File: config.mk
export PLATFORM = sky130hd
export DESIGN_NAME = decode_stage
export DESIGN_NICKNAME = d
export VERILOG_FILES = /design/src/rv32_pkg.sv /design/src/decode_stage.sv /design/src/imm_gen.sv /design/src/cl_decode.sv /design/src/pipe_reg.sv
export SDC_FILE = /design/constraint.sdc
export NUM_CORES = 1
export LEC_CHECK = 0
export ABC_AREA = 1
export BUFFER_PORTS_ARGS = -buffer_cell sky130_fd_sc_hd__buf_2
export CAP_MARGIN = 40
export CORE_MARGIN = 2
export CORE_UTILIZATION = 47
export DETAILED_ROUTE_END_ITERATION = 10
export GPL_ROUTABILITY_DRIVEN = 0
export GPL_TIMING_DRIVEN = 0
export MAX_ROUTING_LAYER = met4
export PLACE_DENSITY = 0.79
export SYNTH_ARGS = -nofsm -noshare
export SYNTH_HDL_FRONTEND = slang
export SYNTH_SLANG_ARGS = --single-unit
export TNS_END_PERCENT = 20
File: constraint.sdc
create_clock -name clk_i -period 6.39 [get_ports clk_i]
set_clock_uncertainty 0.1 [all_clocks]
set_input_delay 0.3195 -clock clk_i [delete_from_list [all_inputs] [get_ports clk_i]]
set_output_delay 0.3195 -clock clk_i [all_outputs]
set_load 0.005 [all_outputs]
File: src/rv32_pkg.sv
`default_nettype none

package rv32_pkg;

    // data and address width
    localparam int xlen = 32;

    // major opcodes, bits [6:0] of the instruction
    localparam logic [6:0] op_load   = 7'b0000011;
    localparam logic [6:0] op_store  = 7'b0100011;
    localparam logic [6:0] op_branch = 7'b1100011;
    localparam logic [6:0] op_jal    = 7'b1101111;
    localparam logic [6:0] op_jalr   = 7'b1100111;
    localparam logic [6:0] op_lui    = 7'b0110111;
    localparam logic [6:0] op_auipc  = 7'b0010111;
    localparam logic [6:0] op_imm    = 7'b0010011;
    localparam logic [6:0] op_reg    = 7'b0110011;
    localparam logic [6:0] op_amo    = 7'b0101111;

    // funct7 groups of the register and shift ops
    localparam logic [6:0] f7_base   = 7'b0000000;
    localparam logic [6:0] f7_alt    = 7'b0100000;
    localparam logic [6:0] f7_muldiv = 7'b0000001;
    // funct5 of lr.w, aq and rl bits follow it
    localparam logic [4:0] f5_lr_w   = 5'b00010;

    // funct3 memory widths
    localparam logic [2:0] f3_byte   = 3'b000;
    localparam logic [2:0] f3_half   = 3'b001;
    localparam logic [2:0] f3_word   = 3'b010;
    localparam logic [2:0] f3_ubyte  = 3'b100;
    localparam logic [2:0] f3_uhalf  = 3'b101;

    // full instruction match patterns, ? bits are don't care in casez
    localparam logic [xlen-1:0] rv32_lui    = {25'b?, op_lui};
    localparam logic [xlen-1:0] rv32_auipc  = {25'b?, op_auipc};
    localparam logic [xlen-1:0] rv32_jal    = {25'b?, op_jal};
    localparam logic [xlen-1:0] rv32_jalr   = {17'b?, 3'b000, 5'b?, op_jalr};
    // conditional branches
    localparam logic [xlen-1:0] rv32_beq    = {17'b?, 3'b000, 5'b?, op_branch};
    localparam logic [xlen-1:0] rv32_bne    = {17'b?, 3'b001, 5'b?, op_branch};
    localparam logic [xlen-1:0] rv32_blt    = {17'b?, 3'b100, 5'b?, op_branch};
    localparam logic [xlen-1:0] rv32_bge    = {17'b?, 3'b101, 5'b?, op_branch};
    localparam logic [xlen-1:0] rv32_bltu   = {17'b?, 3'b110, 5'b?, op_branch};
    localparam logic [xlen-1:0] rv32_bgeu   = {17'b?, 3'b111, 5'b?, op_branch};
    // loads and stores
    localparam logic [xlen-1:0] rv32_lb     = {17'b?, f3_byte, 5'b?, op_load};
    localparam logic [xlen-1:0] rv32_lh     = {17'b?, f3_half, 5'b?, op_load};
    localparam logic [xlen-1:0] rv32_lw     = {17'b?, f3_word, 5'b?, op_load};
    localparam logic [xlen-1:0] rv32_lbu    = {17'b?, f3_ubyte, 5'b?, op_load};
    localparam logic [xlen-1:0] rv32_lhu    = {17'b?, f3_uhalf, 5'b?, op_load};
    localparam logic [xlen-1:0] rv32_sb     = {17'b?, f3_byte, 5'b?, op_store};
    localparam logic [xlen-1:0] rv32_sh     = {17'b?, f3_half, 5'b?, op_store};
    localparam logic [xlen-1:0] rv32_sw     = {17'b?, f3_word, 5'b?, op_store};
    // register-immediate ops, shifts carry funct7 above the shamt
    localparam logic [xlen-1:0] rv32_addi   = {17'b?, 3'b000, 5'b?, op_imm};
    localparam logic [xlen-1:0] rv32_slti   = {17'b?, 3'b010, 5'b?, op_imm};
    localparam logic [xlen-1:0] rv32_sltiu  = {17'b?, 3'b011, 5'b?, op_imm};
    localparam logic [xlen-1:0] rv32_xori   = {17'b?, 3'b100, 5'b?, op_imm};
    localparam logic [xlen-1:0] rv32_ori    = {17'b?, 3'b110, 5'b?, op_imm};
    localparam logic [xlen-1:0] rv32_andi   = {17'b?, 3'b111, 5'b?, op_imm};
    localparam logic [xlen-1:0] rv32_slli   = {f7_base, 10'b?, 3'b001, 5'b?, op_imm};
    localparam logic [xlen-1:0] rv32_srli   = {f7_base, 10'b?, 3'b101, 5'b?, op_imm};
    localparam logic [xlen-1:0] rv32_srai   = {f7_alt, 10'b?, 3'b101, 5'b?, op_imm};
    // register-register ops
    localparam logic [xlen-1:0] rv32_add    = {f7_base, 10'b?, 3'b000, 5'b?, op_reg};
    localparam logic [xlen-1:0] rv32_sub    = {f7_alt, 10'b?, 3'b000, 5'b?, op_reg};
    localparam logic [xlen-1:0] rv32_sll    = {f7_base, 10'b?, 3'b001, 5'b?, op_reg};
    localparam logic [xlen-1:0] rv32_slt    = {f7_base, 10'b?, 3'b010, 5'b?, op_reg};
    localparam logic [xlen-1:0] rv32_sltu   = {f7_base, 10'b?, 3'b011, 5'b?, op_reg};
    localparam logic [xlen-1:0] rv32_xor    = {f7_base, 10'b?, 3'b100, 5'b?, op_reg};
    localparam logic [xlen-1:0] rv32_srl    = {f7_base, 10'b?, 3'b101, 5'b?, op_reg};
    localparam logic [xlen-1:0] rv32_sra    = {f7_alt, 10'b?, 3'b101, 5'b?, op_reg};
    localparam logic [xlen-1:0] rv32_or     = {f7_base, 10'b?, 3'b110, 5'b?, op_reg};
    localparam logic [xlen-1:0] rv32_and    = {f7_base, 10'b?, 3'b111, 5'b?, op_reg};
    // m extension
    localparam logic [xlen-1:0] rv32_mul    = {f7_muldiv, 10'b?, 3'b000, 5'b?, op_reg};
    localparam logic [xlen-1:0] rv32_mulh   = {f7_muldiv, 10'b?, 3'b001, 5'b?, op_reg};
    localparam logic [xlen-1:0] rv32_mulhsu = {f7_muldiv, 10'b?, 3'b010, 5'b?, op_reg};
    localparam logic [xlen-1:0] rv32_mulhu  = {f7_muldiv, 10'b?, 3'b011, 5'b?, op_reg};
    localparam logic [xlen-1:0] rv32_div    = {f7_muldiv, 10'b?, 3'b100, 5'b?, op_reg};
    localparam logic [xlen-1:0] rv32_divu   = {f7_muldiv, 10'b?, 3'b101, 5'b?, op_reg};
    localparam logic [xlen-1:0] rv32_rem    = {f7_muldiv, 10'b?, 3'b110, 5'b?, op_reg};
    localparam logic [xlen-1:0] rv32_remu   = {f7_muldiv, 10'b?, 3'b111, 5'b?, op_reg};
    // load reserved, rs2 must be zero
    localparam logic [xlen-1:0] rv32_lr_w   = {f5_lr_w, 2'b?, 5'b00000, 5'b?, f3_word, 5'b?, op_amo};

    // instruction fields, msb first
    typedef struct packed {
        logic [6:0] funct7;
        logic [4:0] rs2;
        logic [4:0] rs1;
        logic [2:0] funct3;
        logic [4:0] rd;
        logic [6:0] opcode;
    } instruction_s;

    // control flags produced by the decoder
    typedef struct packed {
        logic op_writes_rf;
        logic is_mem_op;
        logic is_load_op;
        logic is_uload_op;
        logic is_store_op;
        logic is_byte_op;
        logic is_hex_op;
        logic is_branch_op;
        logic is_jump_op;
        logic op_reads_rf1;
        logic op_reads_rf2;
        logic op_is_auipc;
        logic is_illegal;
    } decode_s;

    // payload of the input register
    typedef struct packed {
        logic [xlen-1:0] pc;
        instruction_s    instr;
    } fetch_s;

    // payload of the output register
    typedef struct packed {
        logic [xlen-1:0] pc;
        instruction_s    instr;
        decode_s         decode;
        logic [xlen-1:0] imm;
    } decoded_s;

endpackage

`default_nettype wire
File: src/decode_stage.sv
`default_nettype none

module decode_stage (
    input  logic                        clk_i,
    input  logic                        rst_i,
    // fetch side
    input  logic                        in_valid_i,
    output logic                        in_ready_o,
    input  logic [rv32_pkg::xlen-1:0]   in_pc_i,
    input  logic [rv32_pkg::xlen-1:0]   in_instr_i,
    // execute side
    output logic                        out_valid_o,
    input  logic                        out_ready_i,
    output logic [rv32_pkg::xlen-1:0]   out_pc_o,
    output logic [rv32_pkg::xlen-1:0]   out_instr_o,
    output rv32_pkg::decode_s           out_decode_o,
    output logic [rv32_pkg::xlen-1:0]   out_imm_o
);
    import rv32_pkg::*;

    fetch_s          fetch_in;
    fetch_s          fetch_q;
    logic            fetch_valid;
    logic            fetch_ready;
    decode_s         dec;
    logic [xlen-1:0] imm;
    decoded_s        decoded_in;
    decoded_s        decoded_q;

    assign fetch_in.pc    = in_pc_i;
    assign fetch_in.instr = in_instr_i;

    // input register, first cycle of latency
    pipe_reg #(.payload_t(fetch_s)) u_fetch_reg (
        .clk_i   (clk_i),
        .rst_i   (rst_i),
        .valid_i (in_valid_i),
        .ready_o (in_ready_o),
        .data_i  (fetch_in),
        .valid_o (fetch_valid),
        .ready_i (fetch_ready),
        .data_o  (fetch_q)
    );

    // decode and immediate work straight off the held instruction
    cl_decode u_cl_decode (
        .instruction_i (fetch_q.instr),
        .decode_o      (dec)
    );

    imm_gen u_imm_gen (
        .instruction_i (fetch_q.instr),
        .imm_o         (imm)
    );

    assign decoded_in.pc     = fetch_q.pc;
    assign decoded_in.instr  = fetch_q.instr;
    assign decoded_in.decode = dec;
    assign decoded_in.imm    = imm;

    // output register holds the result until execute takes it
    pipe_reg #(.payload_t(decoded_s)) u_decoded_reg (
        .clk_i   (clk_i),
        .rst_i   (rst_i),
        .valid_i (fetch_valid),
        .ready_o (fetch_ready),
        .data_i  (decoded_in),
        .valid_o (out_valid_o),
        .ready_i (out_ready_i),
        .data_o  (decoded_q)
    );

    assign out_pc_o     = decoded_q.pc;
    assign out_instr_o  = decoded_q.instr;
    assign out_decode_o = decoded_q.decode;
    assign out_imm_o    = decoded_q.imm;

endmodule

`default_nettype wire

File: src/imm_gen.sv
`default_nettype none

module imm_gen (
    input  rv32_pkg::instruction_s       instruction_i,
    output logic [rv32_pkg::xlen-1:0]    imm_o
);
    import rv32_pkg::*;

    // flat view of the instruction for bit slicing
    logic [xlen-1:0] ins;
    // sign bit is always bit 31
    logic            sgn;

    assign ins = instruction_i;
    assign sgn = ins[31];

    always_comb begin
        unique case (instruction_i.opcode)
            // i format, shamt sits in the low five bits for shifts
            op_load, op_jalr, op_imm:
                imm_o = {{20{sgn}}, ins[31:20]};
            // s format, split across funct7 and rd
            op_store:
                imm_o = {{20{sgn}}, ins[31:25], ins[11:7]};
            // b format, halfword offset so bit 0 is zero
            op_branch:
                imm_o = {{19{sgn}}, sgn, ins[7], ins[30:25], ins[11:8], 1'b0};
            // u format, upper 20 bits with zero below
            op_lui, op_auipc:
                imm_o = {ins[31:12], 12'b0};
            // j format, also halfword aligned
            op_jal:
                imm_o = {{11{sgn}}, sgn, ins[19:12], ins[20], ins[30:21], 1'b0};
            // register ops and unknown opcodes carry no immediate
            default:
                imm_o = '0;
        endcase
    end

endmodule

`default_nettype wire

File: src/cl_decode.sv
`default_nettype none

module cl_decode (
    input  rv32_pkg::instruction_s instruction_i,
    output rv32_pkg::decode_s      decode_o
);
    import rv32_pkg::*;

    // raw flags before the illegal mask
    decode_s flags;

    // writes rd
    always_comb begin
        unique casez (instruction_i)
            rv32_lui, rv32_auipc, rv32_jal, rv32_jalr,
            rv32_lb, rv32_lh, rv32_lw, rv32_lbu, rv32_lhu,
            rv32_addi, rv32_slti, rv32_sltiu, rv32_xori, rv32_ori,
            rv32_andi, rv32_slli, rv32_srli, rv32_srai,
            rv32_add, rv32_sub, rv32_sll, rv32_slt, rv32_sltu,
            rv32_xor, rv32_srl, rv32_sra, rv32_or, rv32_and,
            rv32_mul, rv32_mulh, rv32_mulhsu, rv32_mulhu,
            rv32_div, rv32_divu, rv32_rem, rv32_remu, rv32_lr_w:
                flags.op_writes_rf = 1'b1;
            default:
                flags.op_writes_rf = 1'b0;
        endcase
    end

    // any data memory access, lr.w included
    always_comb begin
        unique casez (instruction_i)
            rv32_lb, rv32_lh, rv32_lw, rv32_lbu, rv32_lhu,
            rv32_sb, rv32_sh, rv32_sw, rv32_lr_w:
                flags.is_mem_op = 1'b1;
            default:
                flags.is_mem_op = 1'b0;
        endcase
    end

    // memory reads
    always_comb begin
        unique casez (instruction_i)
            rv32_lb, rv32_lh, rv32_lw, rv32_lbu, rv32_lhu, rv32_lr_w:
                flags.is_load_op = 1'b1;
            default:
                flags.is_load_op = 1'b0;
        endcase
    end

    // zero-extending loads
    always_comb begin
        unique casez (instruction_i)
            rv32_lbu, rv32_lhu:
                flags.is_uload_op = 1'b1;
            default:
                flags.is_uload_op = 1'b0;
        endcase
    end

    // memory writes
    always_comb begin
        unique casez (instruction_i)
            rv32_sb, rv32_sh, rv32_sw:
                flags.is_store_op = 1'b1;
            default:
                flags.is_store_op = 1'b0;
        endcase
    end

    // byte width, signed or not
    always_comb begin
        unique casez (instruction_i)
            rv32_lb, rv32_lbu, rv32_sb:
                flags.is_byte_op = 1'b1;
            default:
                flags.is_byte_op = 1'b0;
        endcase
    end

    // halfword width, signed or not
    always_comb begin
        unique casez (instruction_i)
            rv32_lh, rv32_lhu, rv32_sh:
                flags.is_hex_op = 1'b1;
            default:
                flags.is_hex_op = 1'b0;
        endcase
    end

    // conditional branches
    always_comb begin
        unique casez (instruction_i)
            rv32_beq, rv32_bne, rv32_blt, rv32_bge, rv32_bltu, rv32_bgeu:
                flags.is_branch_op = 1'b1;
            default:
                flags.is_branch_op = 1'b0;
        endcase
    end

    // unconditional jumps
    always_comb begin
        unique casez (instruction_i)
            rv32_jal, rv32_jalr:
                flags.is_jump_op = 1'b1;
            default:
                flags.is_jump_op = 1'b0;
        endcase
    end

    // rs1 read, lr.w takes its address from rs1
    always_comb begin
        unique casez (instruction_i)
            rv32_jalr, rv32_lr_w,
            rv32_beq, rv32_bne, rv32_blt, rv32_bge, rv32_bltu, rv32_bgeu,
            rv32_lb, rv32_lh, rv32_lw, rv32_lbu, rv32_lhu,
            rv32_sb, rv32_sh, rv32_sw,
            rv32_addi, rv32_slti, rv32_sltiu, rv32_xori, rv32_ori,
            rv32_andi, rv32_slli, rv32_srli, rv32_srai,
            rv32_add, rv32_sub, rv32_sll, rv32_slt, rv32_sltu,
            rv32_xor, rv32_srl, rv32_sra, rv32_or, rv32_and,
            rv32_mul, rv32_mulh, rv32_mulhsu, rv32_mulhu,
            rv32_div, rv32_divu, rv32_rem, rv32_remu:
                flags.op_reads_rf1 = 1'b1;
            default:
                flags.op_reads_rf1 = 1'b0;
        endcase
    end

    // rs2 read: branches, stores and register ops
    always_comb begin
        unique casez (instruction_i)
            rv32_beq, rv32_bne, rv32_blt, rv32_bge, rv32_bltu, rv32_bgeu,
            rv32_sb, rv32_sh, rv32_sw,
            rv32_add, rv32_sub, rv32_sll, rv32_slt, rv32_sltu,
            rv32_xor, rv32_srl, rv32_sra, rv32_or, rv32_and,
            rv32_mul, rv32_mulh, rv32_mulhsu, rv32_mulhu,
            rv32_div, rv32_divu, rv32_rem, rv32_remu:
                flags.op_reads_rf2 = 1'b1;
            default:
                flags.op_reads_rf2 = 1'b0;
        endcase
    end

    // auipc only needs the opcode field
    always_comb begin
        unique case (instruction_i.opcode)
            op_auipc:
                flags.op_is_auipc = 1'b1;
            default:
                flags.op_is_auipc = 1'b0;
        endcase
    end

    // every known instruction writes rd, stores or branches,
    // so anything else is illegal
    assign flags.is_illegal = ~(flags.op_writes_rf | flags.is_store_op | flags.is_branch_op);

    // an illegal instruction reports nothing but is_illegal
    always_comb begin
        decode_o = flags;
        if (flags.is_illegal) begin
            decode_o = '0;
            decode_o.is_illegal = 1'b1;
        end
    end

endmodule

`default_nettype wire

File: src/pipe_reg.sv
`default_nettype none

module pipe_reg #(
    parameter type payload_t = logic
) (
    input  logic     clk_i,
    input  logic     rst_i,
    // upstream side
    input  logic     valid_i,
    output logic     ready_o,
    input  payload_t data_i,
    // downstream side
    output logic     valid_o,
    input  logic     ready_i,
    output payload_t data_o
);

    logic     full_r;
    payload_t data_r;

    // accept when empty or when the held item leaves this cycle
    assign ready_o = ~full_r | ready_i;

    always_ff @(posedge clk_i) begin
        if (rst_i) begin
            full_r <= 1'b0;
        end else if (valid_i & ready_o) begin
            full_r <= 1'b1;
        end else if (ready_i) begin
            // item taken with nothing new behind it
            full_r <= 1'b0;
        end
    end

    // payload loads on every transfer in
    always_ff @(posedge clk_i) begin
        if (valid_i & ready_o) begin
            data_r <= data_i;
        end
    end

    assign valid_o = full_r;
    assign data_o  = data_r;

endmodule

`default_nettype wire

==> results of run 1 <==
-- power by group through the flow --
| stage | sequential (uW) | clock, uW | combinational [uW] |
|---|---|---|---|
| floorplan | 1380 | 0 | 44.9 |
| global placement | 1380 | 0 | 109 |
| detailed placement | 1370 | 0 | 124 |
| CTS | 1350 | 1030 | 155 |
| global route | 1350 | 1080 | 172 |
| finish | 1350 | 1020 | 158 |
-- registers in the layout, indices dropped and copies added (netlist names) --
name	flops
u_fetch_reg.valid_o	1
u_fetch_reg.data_o	64
u_decoded_reg.valid_o	1
u_decoded_reg.data_o	109
-- worst reg2reg max path, stage by stage (launching register included) --
cell,delay [ps]
edfxtp_1,420
nor2_1,370
nand2_1,230
inv_1,170
nand3_1,140
o21ai_0,300
nor2_2,90
nand4_1,130
inv_1,50
-- worst paths after layout --
kind                                              from                   endpoint  slack (ps)  cells after the start
worst max-delay path            u_fetch_reg.data_o[30]   u_decoded_reg.data_o[32]        4150                      8
worst min-delay path                        in_valid_i        u_fetch_reg.valid_o         110                      3
worst max register to register  u_fetch_reg.data_o[30]   u_decoded_reg.data_o[32]        4150                      8
worst min register to register  u_fetch_reg.data_o[57]  u_decoded_reg.data_o[102]         320                      0
-- through the flow --
step	hold slack [ps]	setup TNS, ps	cells	worst slack [ps]	cell area, um2
after floorplan	289	0	421	55.9	6360
after global placement	300	-210280	775	-1940	7470
after detailed placement	305	0	780	4250	7590
after CTS	74.4	0	877	4220	8830
after global routing	97.1	0	877	3990	8830
final	106	0	877	4150	8830
-- cell families after synthesis --
family / share of synthesized area, %
AOI/OAI and AO/OA: 3.72
buffers and inverters: 2.75
DFF: 82.3
and+or+nand+nor: 11.2
-- placed cells by master (no fill, tap or decap), types with 2 or more instances in the layout --
cell type / instances
nor2_1: 50
clkinv_4: 2
inv_2: 9
a21oi_1: 5
clkbuf_16: 17
inv_8: 2
o21ai_2: 10
nand2_2: 6
inv_6: 4
nor3_1: 7
nand4_1: 7
o21ai_0: 14
buf_12: 4
nand2_1: 72
clkinv_2: 2
edfxtp_1: 173
a21oi_2: 2
bufinv_16: 2
dfxtp_1: 2
dlygate4sd3_1: 65
nand3_1: 20
clkinv_1: 2
buf_2: 179
inv_1: 31
nor2_2: 2
clkbuf_1: 2
-- layout make-up --
| class | instances | share of cell area (%) |
|---|---|---|
| multi-input cells | 202 | 10.9 |
| clock inverters | 14 | 1.76 |
| repair buffers | 248 | 18.7 |
| flip-flops and latches | 175 | 59.3 |
| clock buffers | 18 | 4.86 |
| plain buffers | 3 | 0.227 |
| inverters | 41 | 1.76 |
| well taps | 176 | 2.50 |
-- per-layer routing --
layer	vias up	global-route usage, %	part of all wire [%]
met1	2063	27.3	39
met5	-	-	0
met2	262	34.8	48
li1	2034	-	-
met3	44	8.77	10
met4	0	8.72	2.7
==> results.json, run 1 <==
{
  "maxCapViolCount": 0,
  "critPathKind": "register to register",
  "setup_viol": 0,
  "num_vias": 4403,
  "core_um2": 13200,
  "crit_chain": "nor2_1 -> nand2_1 -> inv_1 -> nand3_1 -> o21ai_0 -> nor2_2 -> nand4_1 -> inv_1",
  "cp_max_fo": 6,
  "crit_family": "simple AND/OR/NAND/NOR gates",
  "slew_headroom_pct": 52.3,
  "drtIter0Drc": 292,
  "postRouteAntennaNets": 0,
  "cts_max_level": 4,
  "grt.total_usage_pct": 22.7,
  "outcome": "completed",
  "initial_core_util_pct": 48.0,
  "yosys.area.top_type": "edfxtp_1",
  "avgViaCountPerCell": 5.02,
  "row_count": 42,
  "die_area_um2": 14500,
  "multiInputGateArea_um2": 962,
  "drv_slew": 0,
  "drcViolationCount": 0,
  "clock-sinks": 175,
  "root_buffer": "clkbuf_16",
  "cts-resized-gates": 0,
  "leakage_uw": 0.00369,
  "layout.nets": 756,
  "fmax_mhz": 446,
  "path_common_cell": "inv_1",
  "swShare_pct": 21.5,
  "async_flop_share_pct": 0,
  "fillers": 914,
  "synth.most_common_cell": "edfxtp_1",
  "cpMaxStageDelayCell": "edfxtp_1",
  "cts_buffer_depth": 2,
  "grt_setup_unrepaired": "false",
  "yosys_warnings": 0,
  "p_total_uw": 2520,
  "firstDrtPassIters": 4,
  "arrival_ps": 2320,
  "crit_required_ps": 6470,
  "slowest_delay_ps": 420,
  "worst-path-buf-inv": 2,
  "post-cts-setup-buffer-count": 0,
  "insertedDiodeCount": 0,
  "clk_pin_slew_ps": 60,
  "grt_overflow_total": 0,
  "power.internal_uw": 1980,
  "synth-seq-area-share_pct": 82.3,
  "synth_edf_count": 173,
  "synth_cell_type_count": 25,
  "hold_buffers": 65,
  "end_kind": "register",
  "routedWlPerCell_um": 17.3,
  "avgSynthCellArea_um2": 15.1,
  "cts_tree": "done",
  "cts_buffers": 17,
  "netlist_instances": 421,
  "synth-seq-cells": 175,
  "netlist_area_um2": 6360,
  "grt_pass1_vias": 4491,
  "drt-total-wl_mm": 15.1,
  "areaGrowthSynthToFinish_pct": 38.7,
  "synthFlopType": "edfxtp_1",
  "antenna_found_initial": 0,
  "synthTopCellsByCount": "edfxtp_1, nand2_1, nor2_1",
  "dieWidth_um": 120,
  "ir_worst_vdd_uv": 228,
  "fin_util_pct": 66.6,
  "hold_path.class": "input port to register",
  "synth_area_leaders": "edfxtp_1, nand2_1, nor2_1",
  "synth_top_area_share_pct": 81.7,
  "grt_max_degree": 34,
  "die_h_um": 120,
  "regArea_um2": 5240,
  "switchingPower_uw": 543,
  "worst_pin_slew_ps": 714,
  "combPwrFrac_pct": 6.3,
  "mappedNetlistNets": 489,
  "period_minus_slack_ps": 2240,
  "grt_pass1_wl_mm": 23.6,
  "drive_gt1_share_pct": 35.5,
  "clock_power_share_pct": 40.3,
  "final.period_utilization_pct": 35.1,
  "hpwlAfterDp_mm": 9.49,
  "ios": 179,
  "p_seq_share_pct": 53.4,
  "portBuffers": 178,
  "p_per_area_nw_per_um2": 286,
  "clock_latency_ps": 430,
  "finalHoldViolations": 0,
  "critPathLaunchType": "register"
}
No activity file was read; power rests on OpenSTA's default activity.
==> run 2: changes to the inputs <==
Settings changed: PLACE_DENSITY 0.79 to 0.76.
Clock period 6.39 ns to 2.1 ns, I/O delays scaled along.
==> run 2 against run 1 <==
Combinational power increased to 3.2 times the previous value. Global-route usage decreased by 0.16 points. Flip-flop and latch count is the same. Via count is 0.55% higher. Total power rose to 3.1 times the previous value. Register-to-register slack worse by 4000 ps. Sequential power grew to 3.0 times the previous value. Fmax is 12% higher. Sequential share of layout area is 0.95 points lower. Cell count rose by 1.1%. Critical endpoint is now u_decoded_reg.data_o[31]. Largest cell class unchanged.
==> results.json, run 2 (synthesized netlist as in run 1, its figures left out) <==
{
  "crit_family": "flip-flops",
  "slew_headroom_pct": 52.2,
  "firstDrtPassIters": 5,
  "routedWlPerCell_um": 17.6,
  "crit_required_ps": 2260,
  "p_total_uw": 7810,
  "num_vias": 4427,
  "path_common_cell": "inv_2",
  "areaGrowthSynthToFinish_pct": 41.1,
  "place_ws_ps": -15.3,
  "critPathKind": "register to register",
  "drtIter0Drc": 319,
  "setup_tns_ps": 0,
  "p_seq_share_pct": 52.5,
  "final.period_utilization_pct": 95.3,
  "antenna_found_initial": 1,
  "ios": 179,
  "layout_commonest_cell": "buf_2",
  "clock_latency_ps": 420,
  "dieWidth_um": 120,
  "layout.cells.non_filler": 887,
  "root_buffer": "clkbuf_16",
  "grt_pass1_wl_mm": 23.4,
  "end_kind": "register",
  "swShare_pct": 22.4,
  "combPwrFrac_pct": 6.4,
  "critPathLaunchType": "register",
  "layout_setup_ws_ps": 99.2,
  "arrival_ps": 2160,
  "cts_max_level": 4,
  "clock_power_share_pct": 41.1,
  "drv_slew": 0,
  "drcViolationCount": 0,
  "cp_max_fo": 7,
  "outcome": "completed",
  "largest_register_ffs": 109,
  "grt_max_degree": 37,
  "crit_chain": "inv_2 -> nand2_2 -> nor2_4 -> inv_2 -> o21a_4 -> inv_2 -> a21oi_4 -> nand2_2 -> clkinvlp_4 -> a21oi_1",
  "maxCapViolCount": 0,
  "period_minus_slack_ps": 2000,
  "final_cell_mix": "buf_2, edfxtp_1, nand2_1, dlygate4sd3_1, nor2_1",
  "worst-path-buf-inv": 4,
  "layout.nets": 765,
  "die_h_um": 120,
  "hpwlAfterDp_mm": 9.36,
  "avgViaCountPerCell": 4.99,
  "fillers": 907,
  "cts_buffer_depth": 2,
  "ir_worst_vdd_uv": 721,
  "slowest_delay_ps": 470,
  "initial_core_util_pct": 48.0,
  "grt_overflow_total": 0,
  "grt_pass1_vias": 4375,
  "switchingPower_uw": 1750,
  "dp_cells": 780,
  "die_area_um2": 14500,
  "clock-sinks": 175,
  "leakage_uw": 0.00374,
  "drive_gt1_share_pct": 38.9,
  "grt_setup_unrepaired": "true",
  "portBuffers": 178,
  "core_um2": 13200,
  "cts_tree": "done",
  "cts_buffers": 17,
  "cpMaxStageDelayCell": "edfxtp_1",
  "worst_pin_slew_ps": 716,
  "fmax_mhz": 500,
  "postRouteAntennaNets": 0,
  "drt-total-wl_mm": 15.6,
  "clk_pin_slew_ps": 70,
  "row_count": 42,
  "hold_path.class": "input port to register",
  "finalHoldViolations": 0,
  "grt.total_usage_pct": 22.5,
  "setup_viol": 0,
  "fin_util_pct": 67.8,
  "p_per_area_nw_per_um2": 870,
  "power.internal_uw": 6060
}
[run 2: changes by cell type in the layout (fill, tap and decap cells not counted), moves of 3 or more]
| cell | delta |
|---|---|
| buf_4 | +7 |
| inv_1 | -3 |
| nand2_1 | -5 |
| nand2_2 | +3 |
| nor2_1 | -7 |
| nor2_2 | +5 |
[run 2: worst register-to-register path, stage by stage, from the launching register on]
cell and delay, ps:
edfxtp_1 470, inv_2 120, nand2_2 100, nor2_4 180, inv_2 80, o21a_4 230
inv_2 80, a21oi_4 40, nand2_2 100, clkinvlp_4 170, a21oi_1 180
[run 2: power groups by stage]
stage | Clock [uW] | Sequential, uW | Combinational [uW]
2_1_floorplan | 0 | 4170 | 139
3_3_place_gp | 0 | 4180 | 334
3_5_place_dp | 0 | 4170 | 370
4_1_cts | 3220 | 4100 | 469
5_1_grt | 3370 | 4120 | 541
6_report | 3210 | 4100 | 498
[run 2: metal layers]
layer  GRT usage (%)  wire length, um  vias up
met2            37.3             7870      241
met5               -                0        -
met1            26.4             6020     2105
met4            6.83              285        0
met3            7.45             1410       27
li1                -                -     2054
[run 2: area by class of cell]
cell class / instances / area, um2 / area share [%]
antenna: 1 / 2.50 / 0.0279
multi-input combinational: 202 / 1020 / 11.4
tap: 176 / 220 / 2.45
timing repair buffer: 257 / 1710 / 19.0
inverter: 41 / 159 / 1.77
sequential: 175 / 5240 / 58.4
clock buffer: 18 / 429 / 4.78
buffer: 3 / 20.0 / 0.223
clock inverter: 14 / 173 / 1.92
[run 2: path summary, 6_finish.rpt]
path / startpoint / slack [ps] / to / cells after the start
min reg2reg: u_fetch_reg.data_o[61] / 320 / u_decoded_reg.data_o[106] / 0
max: u_fetch_reg.data_o[4] / 100 / u_decoded_reg.data_o[31] / 10
max reg2reg: u_fetch_reg.data_o[4] / 100 / u_decoded_reg.data_o[31] / 10
min: in_pc_i[23] / 290 / u_fetch_reg.data_o[55] / 2
[run 2: through the flow]
step	hold WS, ps	instance area (um2)
floorplan	66.7	6370
global placement	169	7490
detailed placement	179	7580
CTS	262	8860
global route	281	8970
finish	289	8970
[run 2: what timing repair did]
action                                 4_1_cts  5_1_grt
gates resized for setup                      1       20
setup buffers                                0        7
hold buffers                                67        0
pin swaps                                    0        5
setup endpoints to repair                    2       21
endpoints found under the hold margin       66        0
